File: config.mk
export PLATFORM = sky130hd
export DESIGN_NAME = riscv_cpu
export DESIGN_NICKNAME = d
export VERILOG_FILES = /design/src/hw/cpu_pkg.sv /design/src/hw/riscv_cpu.sv /design/src/hw/execute_unit.sv /design/src/hw/hazard_unit.sv /design/src/hw/reg_file.sv /design/src/hw/instr_decoder.sv /design/src/hw/pc_counter.sv
export VERILOG_INCLUDE_DIRS = /design/src /design/src/hw
export SDC_FILE = /design/constraint.sdc
export NUM_CORES = 2
export LEC_CHECK = 0
export CAP_MARGIN = 20
export CORE_ASPECT_RATIO = 0.9
export CORE_UTILIZATION = 50
export CTS_CLUSTER_DIAMETER = 150
export DETAILED_ROUTE_END_ITERATION = 10
export DONT_BUFFER_PORTS = 1
export HOLD_SLACK_MARGIN = 0.08
export PLACE_DENSITY = 0.77
export SYNTH_ARGS = -nofsm -noshare
export SYNTH_HDL_FRONTEND = slang
export SYNTH_SLANG_ARGS = --single-unit
File: constraint.sdc
create_clock -name clk -period 8.94 [get_ports clk]
set_input_delay 0 -clock clk [delete_from_list [all_inputs] [get_ports clk]]
set_output_delay 0 -clock clk [all_outputs]
set_load 0.01 [all_outputs]
File: src/hw/cpu_settings.svh
`ifndef CPU_SETTINGS_SVH
`define CPU_SETTINGS_SVH

// machine widths, fixed by rv32i
`define CPU_XLEN        32
`define CPU_REG_COUNT   32
`define CPU_REG_ADDR_W  5
`define CPU_PC_STEP     32'd4
`define CPU_RESET_PC    32'h0000_0000
`define CPU_NOP_INSTR   32'h0000_0013   // addi x0, x0, 0

// major opcodes
`define CPU_OP_REG      7'b0110011
`define CPU_OP_IMM      7'b0010011
`define CPU_OP_LOAD     7'b0000011
`define CPU_OP_STORE    7'b0100011
`define CPU_OP_BRANCH   7'b1100011
`define CPU_OP_JAL      7'b1101111
`define CPU_OP_SYSTEM   7'b1110011

// funct3 / funct7 codes
`define CPU_F3_ADD      3'b000  // add, sub, addi
`define CPU_F3_AND      3'b111
`define CPU_F3_OR       3'b110
`define CPU_F3_XOR      3'b100
`define CPU_F3_SLT      3'b010
`define CPU_F3_WORD     3'b010  // lw, sw
`define CPU_F3_BEQ      3'b000
`define CPU_F3_BNE      3'b001
`define CPU_F7_SUB      7'b0100000

`endif
File: src/hw/cpu_pkg.sv
`include "cpu_settings.svh"

package cpu_pkg;

    // ====================
    // instruction formats, all views of one 32 bit word

    typedef struct packed {
        logic [6:0]                 funct7;
        logic [`CPU_REG_ADDR_W-1:0] rs2;
        logic [`CPU_REG_ADDR_W-1:0] rs1;
        logic [2:0]                 funct3;
        logic [`CPU_REG_ADDR_W-1:0] rd;
        logic [6:0]                 opcode;
    } r_fmt_t;

    typedef struct packed {
        logic [11:0]                imm;
        logic [`CPU_REG_ADDR_W-1:0] rs1;
        logic [2:0]                 funct3;
        logic [`CPU_REG_ADDR_W-1:0] rd;
        logic [6:0]                 opcode;
    } i_fmt_t;

    typedef struct packed {
        logic [6:0]                 imm_hi;   // imm[11:5]
        logic [`CPU_REG_ADDR_W-1:0] rs2;
        logic [`CPU_REG_ADDR_W-1:0] rs1;
        logic [2:0]                 funct3;
        logic [4:0]                 imm_lo;   // imm[4:0]
        logic [6:0]                 opcode;
    } s_fmt_t;

    typedef struct packed {
        logic                       imm12;
        logic [5:0]                 imm10_5;
        logic [`CPU_REG_ADDR_W-1:0] rs2;
        logic [`CPU_REG_ADDR_W-1:0] rs1;
        logic [2:0]                 funct3;
        logic [3:0]                 imm4_1;
        logic                       imm11;
        logic [6:0]                 opcode;
    } b_fmt_t;

    typedef struct packed {
        logic                       imm20;
        logic [9:0]                 imm10_1;
        logic                       imm11;
        logic [7:0]                 imm19_12;
        logic [`CPU_REG_ADDR_W-1:0] rd;
        logic [6:0]                 opcode;
    } j_fmt_t;

    typedef union packed {
        r_fmt_t r;
        i_fmt_t i;
        s_fmt_t s;
        b_fmt_t b;
        j_fmt_t j;
    } instr_u;

    // ====================
    // control encodings, zero values give a harmless nop

    typedef enum logic [2:0] {
        ALU_ADD, ALU_SUB, ALU_AND, ALU_OR, ALU_XOR, ALU_SLT
    } alu_op_e;

    typedef enum logic [1:0] {
        WB_ALU, WB_MEM, WB_PC4
    } wb_sel_e;

    typedef enum logic [1:0] {
        FWD_NONE, FWD_MEM, FWD_WB
    } fwd_sel_e;

    typedef struct packed {
        alu_op_e alu_op;
        logic    use_imm;     // operand b from immediate
        logic    branch_eq;
        logic    branch_ne;
        logic    jump;
        logic    mem_wr;
        wb_sel_e wb_sel;
        logic    reg_wr;
        logic    halt;        // ebreak marker
    } ctrl_t;

    // ====================
    // stage registers

    typedef struct packed {
        ctrl_t                      ctrl;
        logic [`CPU_XLEN-1:0]       pc;
        logic [`CPU_XLEN-1:0]       rs1_data;
        logic [`CPU_XLEN-1:0]       rs2_data;
        logic [`CPU_XLEN-1:0]       imm;
        logic [`CPU_REG_ADDR_W-1:0] rs1;
        logic [`CPU_REG_ADDR_W-1:0] rs2;
        logic [`CPU_REG_ADDR_W-1:0] rd;
    } de_reg_t;

    typedef struct packed {
        wb_sel_e                    wb_sel;
        logic                       mem_wr;
        logic                       reg_wr;
        logic                       halt;
        logic [`CPU_XLEN-1:0]       alu_result;
        logic [`CPU_XLEN-1:0]       store_data;
        logic [`CPU_REG_ADDR_W-1:0] rd;
        logic [`CPU_XLEN-1:0]       pc_plus_4;
    } em_reg_t;

    typedef struct packed {
        wb_sel_e                    wb_sel;
        logic                       reg_wr;
        logic                       halt;
        logic [`CPU_XLEN-1:0]       alu_result;
        logic [`CPU_XLEN-1:0]       mem_data;
        logic [`CPU_REG_ADDR_W-1:0] rd;
        logic [`CPU_XLEN-1:0]       pc_plus_4;
    } mw_reg_t;

endpackage

File: src/hw/riscv_cpu.sv
`include "cpu_settings.svh"

module riscv_cpu (
    input  logic                 clk,
    input  logic                 rst_n,
    output logic [`CPU_XLEN-1:0] imem_addr,
    input  logic [`CPU_XLEN-1:0] imem_data,    // combinational, same cycle
    output logic [`CPU_XLEN-1:0] dmem_addr,
    output logic [`CPU_XLEN-1:0] dmem_wdata,
    output logic                 dmem_wr_en,
    input  logic [`CPU_XLEN-1:0] dmem_rdata,   // combinational, same cycle
    output logic                 halt
);

    // f=fetch d=decode e=execute m=memory w=writeback
    logic [`CPU_XLEN-1:0]       pc;
    logic [`CPU_XLEN-1:0]       pc_d;          // fetch->decode pc
    cpu_pkg::instr_u            instr_d;       // fetch->decode instruction
    cpu_pkg::instr_u            instr_dec;     // after flush mux
    cpu_pkg::ctrl_t             ctrl;
    logic [`CPU_REG_ADDR_W-1:0] rs1, rs2, rd;
    logic [`CPU_XLEN-1:0]       imm;
    logic [`CPU_XLEN-1:0]       rs1_data, rs2_data;
    logic [`CPU_XLEN-1:0]       rd_data;       // writeback bus
    cpu_pkg::de_reg_t           de_next, de_q;
    cpu_pkg::em_reg_t           em_next, em_q;
    cpu_pkg::mw_reg_t           mw_next, mw_q;
    cpu_pkg::fwd_sel_e          fwd1_e, fwd2_e;
    logic                       fwd1_d, fwd2_d;
    logic                       flush;
    logic                       redirect;
    logic [`CPU_XLEN-1:0]       target;
    logic [`CPU_XLEN-1:0]       alu_result;
    logic [`CPU_XLEN-1:0]       store_data;
    logic [`CPU_XLEN-1:0]       mem_value;
    logic                       halt_q;        // sticky once ebreak retires

    // ====================
    // fetch
    pc_counter pc_counter_inst (
        .clk      (clk),
        .rst_n    (rst_n),
        .redirect (redirect),
        .target   (target),
        .pc       (pc)
    );

    assign imem_addr = pc;

    always_ff @(posedge clk or negedge rst_n) begin
        if (!rst_n) begin
            instr_d <= `CPU_NOP_INSTR;
            pc_d    <= '0;
        end else begin
            instr_d <= flush ? `CPU_NOP_INSTR : imem_data;   // kill fetch slot
            pc_d    <= pc;
        end
    end

    // ====================
    // decode
    assign instr_dec = flush ? `CPU_NOP_INSTR : instr_d;       // kill decode slot

    instr_decoder instr_decoder_inst (
        .instr (instr_dec),
        .ctrl  (ctrl),
        .rs1   (rs1),
        .rs2   (rs2),
        .rd    (rd),
        .imm   (imm)
    );

    reg_file reg_file_inst (
        .clk      (clk),
        .rst_n    (rst_n),
        .rs1      (rs1),
        .rs2      (rs2),
        .rs1_data (rs1_data),
        .rs2_data (rs2_data),
        .wr_en    (mw_q.reg_wr),
        .rd       (mw_q.rd),
        .rd_data  (rd_data)
    );

    hazard_unit hazard_unit_inst (
        .rs1_d     (rs1),
        .rs2_d     (rs2),
        .rs1_e     (de_q.rs1),
        .rs2_e     (de_q.rs2),
        .em        (em_q),
        .mw_rd     (mw_q.rd),
        .mw_reg_wr (mw_q.reg_wr),
        .redirect  (redirect),
        .fwd1_e    (fwd1_e),
        .fwd2_e    (fwd2_e),
        .fwd1_d    (fwd1_d),
        .fwd2_d    (fwd2_d),
        .flush     (flush)
    );

    always_comb begin
        de_next.ctrl     = ctrl;
        de_next.pc       = pc_d;
        de_next.rs1_data = fwd1_d ? rd_data : rs1_data;   // same-cycle writeback bypass
        de_next.rs2_data = fwd2_d ? rd_data : rs2_data;
        de_next.imm      = imm;
        de_next.rs1      = rs1;
        de_next.rs2      = rs2;
        de_next.rd       = rd;
    end

    // ====================
    // execute
    execute_unit execute_unit_inst (
        .de         (de_q),
        .fwd1       (fwd1_e),
        .fwd2       (fwd2_e),
        .mem_value  (mem_value),
        .wb_value   (rd_data),
        .alu_result (alu_result),
        .store_data (store_data),
        .redirect   (redirect),
        .target     (target)
    );

    always_comb begin
        em_next.wb_sel     = de_q.ctrl.wb_sel;
        em_next.mem_wr     = de_q.ctrl.mem_wr;
        em_next.reg_wr     = de_q.ctrl.reg_wr;
        em_next.halt       = de_q.ctrl.halt;
        em_next.alu_result = alu_result;
        em_next.store_data = store_data;
        em_next.rd         = de_q.rd;
        em_next.pc_plus_4  = de_q.pc + `CPU_PC_STEP;    // jal link
    end

    // ====================
    // memory
    assign dmem_addr  = em_q.alu_result;
    assign dmem_wdata = em_q.store_data;
    assign dmem_wr_en = em_q.mem_wr;

    // value this stage will retire, fed back to execute
    always_comb begin
        case (em_q.wb_sel)
            cpu_pkg::WB_MEM: mem_value = dmem_rdata;
            cpu_pkg::WB_PC4: mem_value = em_q.pc_plus_4;
            default:         mem_value = em_q.alu_result;
        endcase
    end

    always_comb begin
        mw_next.wb_sel     = em_q.wb_sel;
        mw_next.reg_wr     = em_q.reg_wr;
        mw_next.halt       = em_q.halt;
        mw_next.alu_result = em_q.alu_result;
        mw_next.mem_data   = dmem_rdata;
        mw_next.rd         = em_q.rd;
        mw_next.pc_plus_4  = em_q.pc_plus_4;
    end

    // ====================
    // stage registers, all cleared so nothing retires after reset
    always_ff @(posedge clk or negedge rst_n) begin
        if (!rst_n) begin
            de_q   <= '0;
            em_q   <= '0;
            mw_q   <= '0;
            halt_q <= 1'b0;
        end else begin
            de_q   <= de_next;
            em_q   <= em_next;
            mw_q   <= mw_next;
            halt_q <= halt_q | mw_q.halt;
        end
    end

    // ====================
    // writeback
    always_comb begin
        case (mw_q.wb_sel)
            cpu_pkg::WB_MEM: rd_data = mw_q.mem_data;
            cpu_pkg::WB_PC4: rd_data = mw_q.pc_plus_4;
            default:         rd_data = mw_q.alu_result;
        endcase
    end

    assign halt = mw_q.halt | halt_q;   // rises with ebreak in W, then held

endmodule

File: src/hw/execute_unit.sv
`include "cpu_settings.svh"

module execute_unit (
    input  cpu_pkg::de_reg_t        de,
    input  cpu_pkg::fwd_sel_e       fwd1,
    input  cpu_pkg::fwd_sel_e       fwd2,
    input  logic [`CPU_XLEN-1:0]    mem_value,    // what the M stage will write back
    input  logic [`CPU_XLEN-1:0]    wb_value,
    output logic [`CPU_XLEN-1:0]    alu_result,
    output logic [`CPU_XLEN-1:0]    store_data,
    output logic                    redirect,
    output logic [`CPU_XLEN-1:0]    target
);

    logic [`CPU_XLEN-1:0] op_a;
    logic [`CPU_XLEN-1:0] op_b;
    logic [`CPU_XLEN-1:0] rs2_val;    // forwarded rs2, also the store data
    logic                 zero;
    logic                 less_than;

    // ====================
    // forwarding muxes
    always_comb begin
        case (fwd1)
            cpu_pkg::FWD_MEM: op_a = mem_value;
            cpu_pkg::FWD_WB:  op_a = wb_value;
            default:          op_a = de.rs1_data;
        endcase
        case (fwd2)
            cpu_pkg::FWD_MEM: rs2_val = mem_value;
            cpu_pkg::FWD_WB:  rs2_val = wb_value;
            default:          rs2_val = de.rs2_data;
        endcase
    end

    assign op_b       = de.ctrl.use_imm ? de.imm : rs2_val;
    assign store_data = rs2_val;

    // ====================
    // alu
    assign less_than = $signed(op_a) < $signed(op_b);

    always_comb begin
        case (de.ctrl.alu_op)
            cpu_pkg::ALU_ADD: alu_result = op_a + op_b;
            cpu_pkg::ALU_SUB: alu_result = op_a - op_b;
            cpu_pkg::ALU_AND: alu_result = op_a & op_b;
            cpu_pkg::ALU_OR:  alu_result = op_a | op_b;
            cpu_pkg::ALU_XOR: alu_result = op_a ^ op_b;
            cpu_pkg::ALU_SLT: alu_result = {{(`CPU_XLEN-1){1'b0}}, less_than};
            default:          alu_result = '0;
        endcase
    end

    assign zero = (alu_result == '0);    // branches run a sub

    // branch / jump decision, target is pc relative for all three
    assign redirect = (de.ctrl.branch_eq && zero) ||
                      (de.ctrl.branch_ne && !zero) ||
                      de.ctrl.jump;
    assign target   = de.pc + de.imm;

endmodule

File: src/hw/hazard_unit.sv
`include "cpu_settings.svh"

module hazard_unit (
    input  logic [`CPU_REG_ADDR_W-1:0]  rs1_d,
    input  logic [`CPU_REG_ADDR_W-1:0]  rs2_d,
    input  logic [`CPU_REG_ADDR_W-1:0]  rs1_e,
    input  logic [`CPU_REG_ADDR_W-1:0]  rs2_e,
    input  cpu_pkg::em_reg_t            em,
    input  logic [`CPU_REG_ADDR_W-1:0]  mw_rd,
    input  logic                        mw_reg_wr,
    input  logic                        redirect,
    output cpu_pkg::fwd_sel_e           fwd1_e,
    output cpu_pkg::fwd_sel_e           fwd2_e,
    output logic                        fwd1_d,
    output logic                        fwd2_d,
    output logic                        flush
);

    // a live producer writing the register being read
    function automatic logic hit(input logic wr,
                                 input logic [`CPU_REG_ADDR_W-1:0] dst,
                                 input logic [`CPU_REG_ADDR_W-1:0] src);
        return wr && (dst != '0) && (dst == src);
    endfunction

    // execute operands, younger producer in memory wins
    always_comb begin
        fwd1_e = cpu_pkg::FWD_NONE;
        fwd2_e = cpu_pkg::FWD_NONE;
        if (hit(em.reg_wr, em.rd, rs1_e))      fwd1_e = cpu_pkg::FWD_MEM;
        else if (hit(mw_reg_wr, mw_rd, rs1_e)) fwd1_e = cpu_pkg::FWD_WB;
        if (hit(em.reg_wr, em.rd, rs2_e))      fwd2_e = cpu_pkg::FWD_MEM;
        else if (hit(mw_reg_wr, mw_rd, rs2_e)) fwd2_e = cpu_pkg::FWD_WB;
    end

    // decode read racing the writeback write in the same cycle
    assign fwd1_d = hit(mw_reg_wr, mw_rd, rs1_d);
    assign fwd2_d = hit(mw_reg_wr, mw_rd, rs2_d);

    assign flush = redirect;   // kill fetch and decode slots

endmodule

File: src/hw/reg_file.sv
`include "cpu_settings.svh"

module reg_file (
    input  logic                        clk,
    input  logic                        rst_n,
    input  logic [`CPU_REG_ADDR_W-1:0]  rs1,
    input  logic [`CPU_REG_ADDR_W-1:0]  rs2,
    output logic [`CPU_XLEN-1:0]        rs1_data,
    output logic [`CPU_XLEN-1:0]        rs2_data,
    input  logic                        wr_en,
    input  logic [`CPU_REG_ADDR_W-1:0]  rd,
    input  logic [`CPU_XLEN-1:0]        rd_data
);

    logic [`CPU_XLEN-1:0] regs [1:`CPU_REG_COUNT-1];   // x0 has no storage

    always_ff @(posedge clk or negedge rst_n) begin
        if (!rst_n) begin
            for (int i = 1; i < `CPU_REG_COUNT; i++) begin
                regs[i] <= '0;
            end
        end else if (wr_en && (rd != '0)) begin
            regs[rd] <= rd_data;       // writes to x0 dropped
        end
    end

    // combinational read ports
    assign rs1_data = (rs1 == '0) ? '0 : regs[rs1];
    assign rs2_data = (rs2 == '0) ? '0 : regs[rs2];

endmodule

File: src/hw/instr_decoder.sv
`include "cpu_settings.svh"

module instr_decoder (
    input  cpu_pkg::instr_u             instr,
    output cpu_pkg::ctrl_t              ctrl,
    output logic [`CPU_REG_ADDR_W-1:0]  rs1,
    output logic [`CPU_REG_ADDR_W-1:0]  rs2,
    output logic [`CPU_REG_ADDR_W-1:0]  rd,
    output logic [`CPU_XLEN-1:0]        imm
);

    // register fields sit at the same bits in every format
    assign rs1 = instr.r.rs1;
    assign rs2 = instr.r.rs2;
    assign rd  = instr.r.rd;

    always_comb begin
        ctrl = '0;                      // unknown opcode -> nop
        imm  = '0;
        case (instr.r.opcode)
            `CPU_OP_REG: begin
                ctrl.reg_wr = 1'b1;
                case (instr.r.funct3)
                    `CPU_F3_ADD: ctrl.alu_op = (instr.r.funct7 == `CPU_F7_SUB) ?
                                               cpu_pkg::ALU_SUB : cpu_pkg::ALU_ADD;
                    `CPU_F3_AND: ctrl.alu_op = cpu_pkg::ALU_AND;
                    `CPU_F3_OR:  ctrl.alu_op = cpu_pkg::ALU_OR;
                    `CPU_F3_XOR: ctrl.alu_op = cpu_pkg::ALU_XOR;
                    `CPU_F3_SLT: ctrl.alu_op = cpu_pkg::ALU_SLT;
                    default:     ctrl.reg_wr = 1'b0;   // shifts, sltu not built
                endcase
            end
            `CPU_OP_IMM: begin
                imm          = {{20{instr.i.imm[11]}}, instr.i.imm};
                ctrl.use_imm = 1'b1;
                ctrl.reg_wr  = (instr.i.funct3 == `CPU_F3_ADD);   // addi only
            end
            `CPU_OP_LOAD: begin
                imm          = {{20{instr.i.imm[11]}}, instr.i.imm};
                ctrl.use_imm = 1'b1;            // address = rs1 + imm
                ctrl.wb_sel  = cpu_pkg::WB_MEM;
                ctrl.reg_wr  = (instr.i.funct3 == `CPU_F3_WORD);
            end
            `CPU_OP_STORE: begin
                imm          = {{20{instr.s.imm_hi[6]}}, instr.s.imm_hi, instr.s.imm_lo};
                ctrl.use_imm = 1'b1;
                ctrl.mem_wr  = (instr.s.funct3 == `CPU_F3_WORD);
            end
            `CPU_OP_BRANCH: begin
                imm = {{19{instr.b.imm12}}, instr.b.imm12, instr.b.imm11,
                       instr.b.imm10_5, instr.b.imm4_1, 1'b0};
                ctrl.alu_op    = cpu_pkg::ALU_SUB;    // zero flag means equal
                ctrl.branch_eq = (instr.b.funct3 == `CPU_F3_BEQ);
                ctrl.branch_ne = (instr.b.funct3 == `CPU_F3_BNE);
            end
            `CPU_OP_JAL: begin
                imm = {{11{instr.j.imm20}}, instr.j.imm20, instr.j.imm19_12,
                       instr.j.imm11, instr.j.imm10_1, 1'b0};
                ctrl.jump   = 1'b1;
                ctrl.wb_sel = cpu_pkg::WB_PC4;        // link address
                ctrl.reg_wr = 1'b1;
            end
            `CPU_OP_SYSTEM: begin
                // ebreak is imm 1, funct3 0, all else zero
                ctrl.halt = (instr.i.imm == 12'd1) && (instr.i.funct3 == 3'b000);
            end
            default: ;
        endcase
    end

endmodule

File: src/hw/pc_counter.sv
`include "cpu_settings.svh"

module pc_counter (
    input  logic                 clk,
    input  logic                 rst_n,
    input  logic                 redirect,   // taken branch or jump in execute
    input  logic [`CPU_XLEN-1:0] target,
    output logic [`CPU_XLEN-1:0] pc
);

    // next pc: sequential step unless execute redirects
    always_ff @(posedge clk or negedge rst_n) begin
        if (!rst_n) begin
            pc <= `CPU_RESET_PC;
        end else if (redirect) begin
            pc <= target;
        end else begin
            pc <= pc + `CPU_PC_STEP;
        end
    end

endmodule

== Word-level counts from Yosys, hierarchy flattened ==
Index checks and enable logic that the tools add are counted.

* Register bits after elaboration: 1455
* Input bits: 66
* Logic and storage cells: 179

* Add/subtract/negate cells: 5
* Magnitude comparators: 5
* Equal/unequal tests: 33
* Mux-type cells: 38
* Bitwise gates (word level): 7
* Reduce and logical (&&, ||, !) cells: 25

{| class="wikitable"
|+ Operators by type and width
! cell !! count
|-
| 992-bit bitwise mux || 1
|-
| 32-bit two-way mux || 13
|-
| 32-bit binary-select mux with 5-bit select || 2
|-
| 32-bit case mux with 2 select lines || 4
|-
| 32-bit case mux with 6 select lines || 1
|-
| 32-bit demux with 5-bit select || 1
|-
| 32-bit case mux with 4 select lines || 1
|-
| 32-bit by 3-bit adder with 32-bit output (second input constant) || 2
|-
| 32-bit adder || 2
|-
| 32-bit AND || 1
|-
| 32-bit zero test || 1
|-
| 32-bit less-than comparator || 1
|-
| 32-bit OR || 1
|-
| 32-bit subtractor || 1
|-
| 32-bit XOR || 1
|-
| 5-bit equality test || 6
|-
| 7-bit by 6-bit equality test with 1-bit output (second input constant) || 3
|-
| 7-bit equality test (second input constant) || 3
|-
| 6-bit >= comparator (second input constant) || 3
|-
| 5-bit NOT with 6-bit output || 3
|-
| 3-bit equality test (second input constant) || 5
|-
| 3-bit case mux with 5 select lines || 1
|-
| 12-bit by 1-bit equality test with 1-bit output (second input constant) || 1
|-
| 1-bit logical AND || 12
|-
| 21 further kinds || 43
|}

== Longest topological paths before layout ==
* Depth in word-level cells: 22
* Mapped depth: 33
* Mapped depth without buffers: 28

== Hierarchy ==
From an unflattened synthesis, not the netlist that was laid out.

* Cells, all modules: 6328
* Area, all modules: 79510.0 um^2

{| class="wikitable"
|+ Modules (own cells, without submodules)
! module !! instances !! cells each !! area each (um^2) !! sequential area each (um^2)
|-
| reg_file || 1 || 3657 || 53717.8 || 24823.8
|-
| riscv_cpu || 1 || 942 || 14211.1 || 10789.1
|-
| execute_unit || 1 || 1388 || 8665.8 || 0.0
|-
| pc_counter || 1 || 187 || 1739.2 || 800.8
|-
| instr_decoder || 1 || 100 || 767.0 || 0.0
|-
| hazard_unit || 1 || 54 || 409.1 || 0.0
|}

== Worst setup path after synthesis ==
No wires, ideal clock.

* Path type: reg-to-reg
* From: register mw_q[33] (netlist name)
* To: register de_q[105] (netlist name)
* Data arrival time: 7.587 ns
* Required time: 8.811 ns
* Setup slack: 1.224 ns
* Stages on the path, launching flop included: 30
* Buffers on the path: 6
* Clock period less this slack: 7.716 ns
* Path through: dfrtp_1 > clkbuf_1 > or2_2 > o41ai_1 > nor4_1 > clkbuf_1 > buf_1 > a211oi_1 > a21oi_1 > mux2_2 > ha_1 > a21oi_1 > o21ai_0 > o2111ai_1 > a21oi_1 > nor3_1 > a21oi_1 > a211o_1 > a31o_1 > or4_1 > or4_4 > o31a_1 > buf_6 > buf_6 > buf_6 > o211a_1 > a211o_1 > a221o_1 > a32o_1 > a2bb2oi_1

{| class="wikitable"
|+ RTL lines
! what !! RTL line !! source
|-
| from (decl) || riscv_cpu.sv:27 || <nowiki>cpu_pkg::mw_reg_t mw_next, mw_q;</nowiki>
|-
| from (signal assigned) || riscv_cpu.sv:173 || <nowiki>mw_q <= mw_next;</nowiki>
|-
| to (signal assigned) || riscv_cpu.sv:171 || <nowiki>de_q <= de_next;</nowiki>
|-
| to (decl) || riscv_cpu.sv:25 || <nowiki>cpu_pkg::de_reg_t de_next, de_q;</nowiki>
|}

==> summary.txt <==
Drt
  • # DRC: 0
  • Number of DRC markers in iteration 0: 12,500
  • DR WL/cell: 31.8 um
  • Via count: 73,900
  • Antenna violation net count after detailed routing: 0
  • DRT Wirelength: 335,000 um
  • Pre-antenna DRT Iters: 9
  • Routed vias/inst: 7.01

Synth
  • Post-Syn Instances: 8,330
  • Area share of the largest cell type after synthesis: 46.6%
  • Netlist Area Pre-Place: 77,400 um^2
  • Cell accounting for the most synthesized area: dfrtp_1
  • Synth warn: 0
  • Cell variety after synth: 97
  • Top cells by area, synth: dfrtp_1 (47%), o21ai_0 (8.5%), nand2_1 (6.7%)
  • Top cells by count, synth: dfrtp_1 (1,441), nand2_1 (1,382), o21ai_0 (1,310), clkbuf_1 (613), a21oi_1 (467)
  • Primary FF master, synth: dfrtp_1
  • FF+latch count, synth: 1,444
  • Seq/Total Area, Yosys: 46.7%
  • Post-synth EDFFs: 0
  • Synthesized net count: 8,532
  • Mean Syn Cell Area: 9.29 um^2
  • Synth async-reset ratio: 100%
  • Most frequent cell after synthesis: dfrtp_1

Global route
  • First-pass GRT wire length: 484,000 um
  • Met1 usage: 55.3%
  • Total grt overflow: 0
  • Met2 usage: 56.2%
  • Initial antenna violation count: 22
  • Largest net degree at the start of global routing: 230
  • Met3 Use GR: 17.7%
  • Grt peak-use layer: met2
  • Gr usage total: 42.0%
  • Vias in the first global route: 69,900

Pwr
  • Power Total: 18.3 mW
  • Leak pwr: 39.3 nW
  • Worst IR drop on VDD: 0.217 mV
  • Power density over the cells: 205 nW/um^2

Timing
  • Endpoints failing hold: 0
  • Max Transition Viols Final: 23
  • Fin crit period: 8910 ps
  • Worst-Margin Slew: 1520 ps
  • Max Fclk: 112 MHz
  • Crit share post-route: 99.6%
  • Final setup TNS: 0 ps
  • Setup Viol. Count Final: 0
  • Worst Skew: 41.9 ps
  • RSZ-0062 raised after global routing: false
  • Worst rel slew slack: -1.00%

Worst setup path
  • Crit path max fanout: 29
  • Critical path required time: 9610 ps
  • Worst Setup Path Type: reg2reg
  • WP data arrival: 9570 ps
  • Cells on worst reg2reg path: 30
  • Critical path origin: mw_q[33]$_DFF_PN0_
  • Worst setup endpoint: de_q[102]$_DFF_PN0_
  • CP max stage delay: 610 ps
  • CP dominant cell by count: buf_4
  • Flop-to-flop setup slack: 30 ps
  • Reg2Reg Launch Point: mw_q[33]$_DFF_PN0_
  • CP max stage cell: mux2i_1
  • Reg-to-Reg End: de_q[102]$_DFF_PN0_
  • Critical Path End Type: register
  • CP Launch Type: register

Run status
  • Failing checks: max-slew violations
  • Status: finished with violations

Clock network
  • Postcts setup bufs: 0
  • Clk buf depth: 3
  • H-tree levels: 4
  • CTS tree: done
  • Clk root buf: clkbuf_16
  • CTS buffer count: 154
  • CTS Sinks: 1,444
  • CTS clock-pin slew for the worst setup and hold paths: 70 ps
  • Worst skew pair latency: 850 ps

Floorplanning
  • Die Span Y: 375 um
  • Die area: 156,000 um^2
  • Core outline area: 153,000 um^2
  • # rows: 136
  • I/O pin count: 164
  • Initial Util: 50.5%
  • Die X: 417 um

Worst hold path
  • Hold Crit Class: in2reg

Layout
  • Area growth, synth to finish: 15.4%
  • Final Util: 58.3%
  • Finished Layout Cells: 10,500
  • Share of layout cells above drive strength 1: 14.9%
  • Final Cell Area: 89,200 um^2
  • NumNets Final: 8,598

Placed design
  • Placed Instances: 10,100
  • Hpwl dp: 219,000 um
  • # port buffers: 0
  • Placer Congestion: 1.05
  • Placed inst area: 82,400 um^2

Flow run
  • # Max-Cap Violations: 0
[worst max-delay path: cells and delay by family, from the launching register on]
kind | cells | cell delay, ps
compound gates | 14 | 3800
buf+inv | 8 | 1600
flops | 1 | 420
mux | 1 | 610
simple gates | 6 | 1820
fa+ha+maj | 1 | 430
[area by class of cell]
cell class	instances	area (um^2)
Inverter	164	619
Antenna cell	7	17.5
Clock inverter	61	807
Timing Repair Buffer	719	6950
Sequential cell	1444	36200
Fill cell	12700	63900
Multi-Input combinational cell	5913	37700
Clock buffer	227	4520
Tap cell	2001	2500
[placed cells by master, fill, tap and decap left out, drive strengths merged, types with 133 or more instances in the layout]
master	synthesis	layout
inv	162	172
nor2	302	302
nand2	1382	1382
clkbuf	614	227
o21ai	1322	1322
mux2i	346	346
a21oi	470	470
mux2	201	201
ha	133	133
buf	195	588
dfrtp	1441	1441
[how the worst min path moves through the flow]
stage / slack [ps] / to / depth (start not counted) / startpoint
after global placement: -280 / dmem_wdata[25]$_DFF_PN0_ / 0 / rst_n
after global routing: 210 / dmem_wdata[20]$_DFF_PN0_ / 5 / dmem_rdata[20]
after detailed placement: -280 / dmem_wdata[21]$_DFF_PN0_ / 0 / rst_n
after floorplan: -300 / de_q[0]$_DFF_PN0_ / 0 / rst_n
final: 220 / dmem_wdata[20]$_DFF_PN0_ / 5 / dmem_rdata[20]
after CTS: 80 / dmem_wdata[20]$_DFF_PN0_ / 5 / dmem_rdata[20]
[sequential cells by signal, indices dropped and copies added (netlist names)]
name	count
em_q	41
dmem_wdata	32
de_q	144
pc_d	32
reg_file_inst.regs	992
mw_q	105
instr_d	32
halt_q	1
dmem_wr_en	1
pc_counter_inst.pc	32
dmem_addr	32
[per-stage QoR]
stage | setup slack [ps] | hold WS (ps)
floorplan | 1220 | -296
global placement | -445 | -277
detailed placement | -26.8 | -275
CTS | 14.9 | 83.4
global route | 0.329 | 211
finish | 35.0 | 218
[cells by family after synthesis]
logic type / after synthesis / share of synthesized area [%]
compound gates: 2931 / 23.8
xor+xnor: 121 / 1.37
fa+ha+maj: 136 / 2.23
buf+inv: 973 / 5.22
flops: 1444 / 46.7
mux: 605 / 9.09
simple gates: 2120 / 11.6
[layer usage]
layer	up-vias	share of wire [%]
li1	30100	-
met1	35900	37
met2	6344	39
met3	1532	16
met4	26	7.7
met5	-	0.041
[what timing repair did]
action                     in CTS  in global routing
setup endpoints to repair       2                109
hold buffers                  132                  0
resized for setup               2                 27
hold endpoints to repair      694                  0
[power breakdown]
part / internal [mW] / total, mW / switching, mW
registers: 7.02 / 7.64 / 0.623
logic: 1.21 / 3.80 / 2.59
clock network: 3.94 / 6.85 / 2.91
Note: power is estimated with default switching activity, not from simulation.
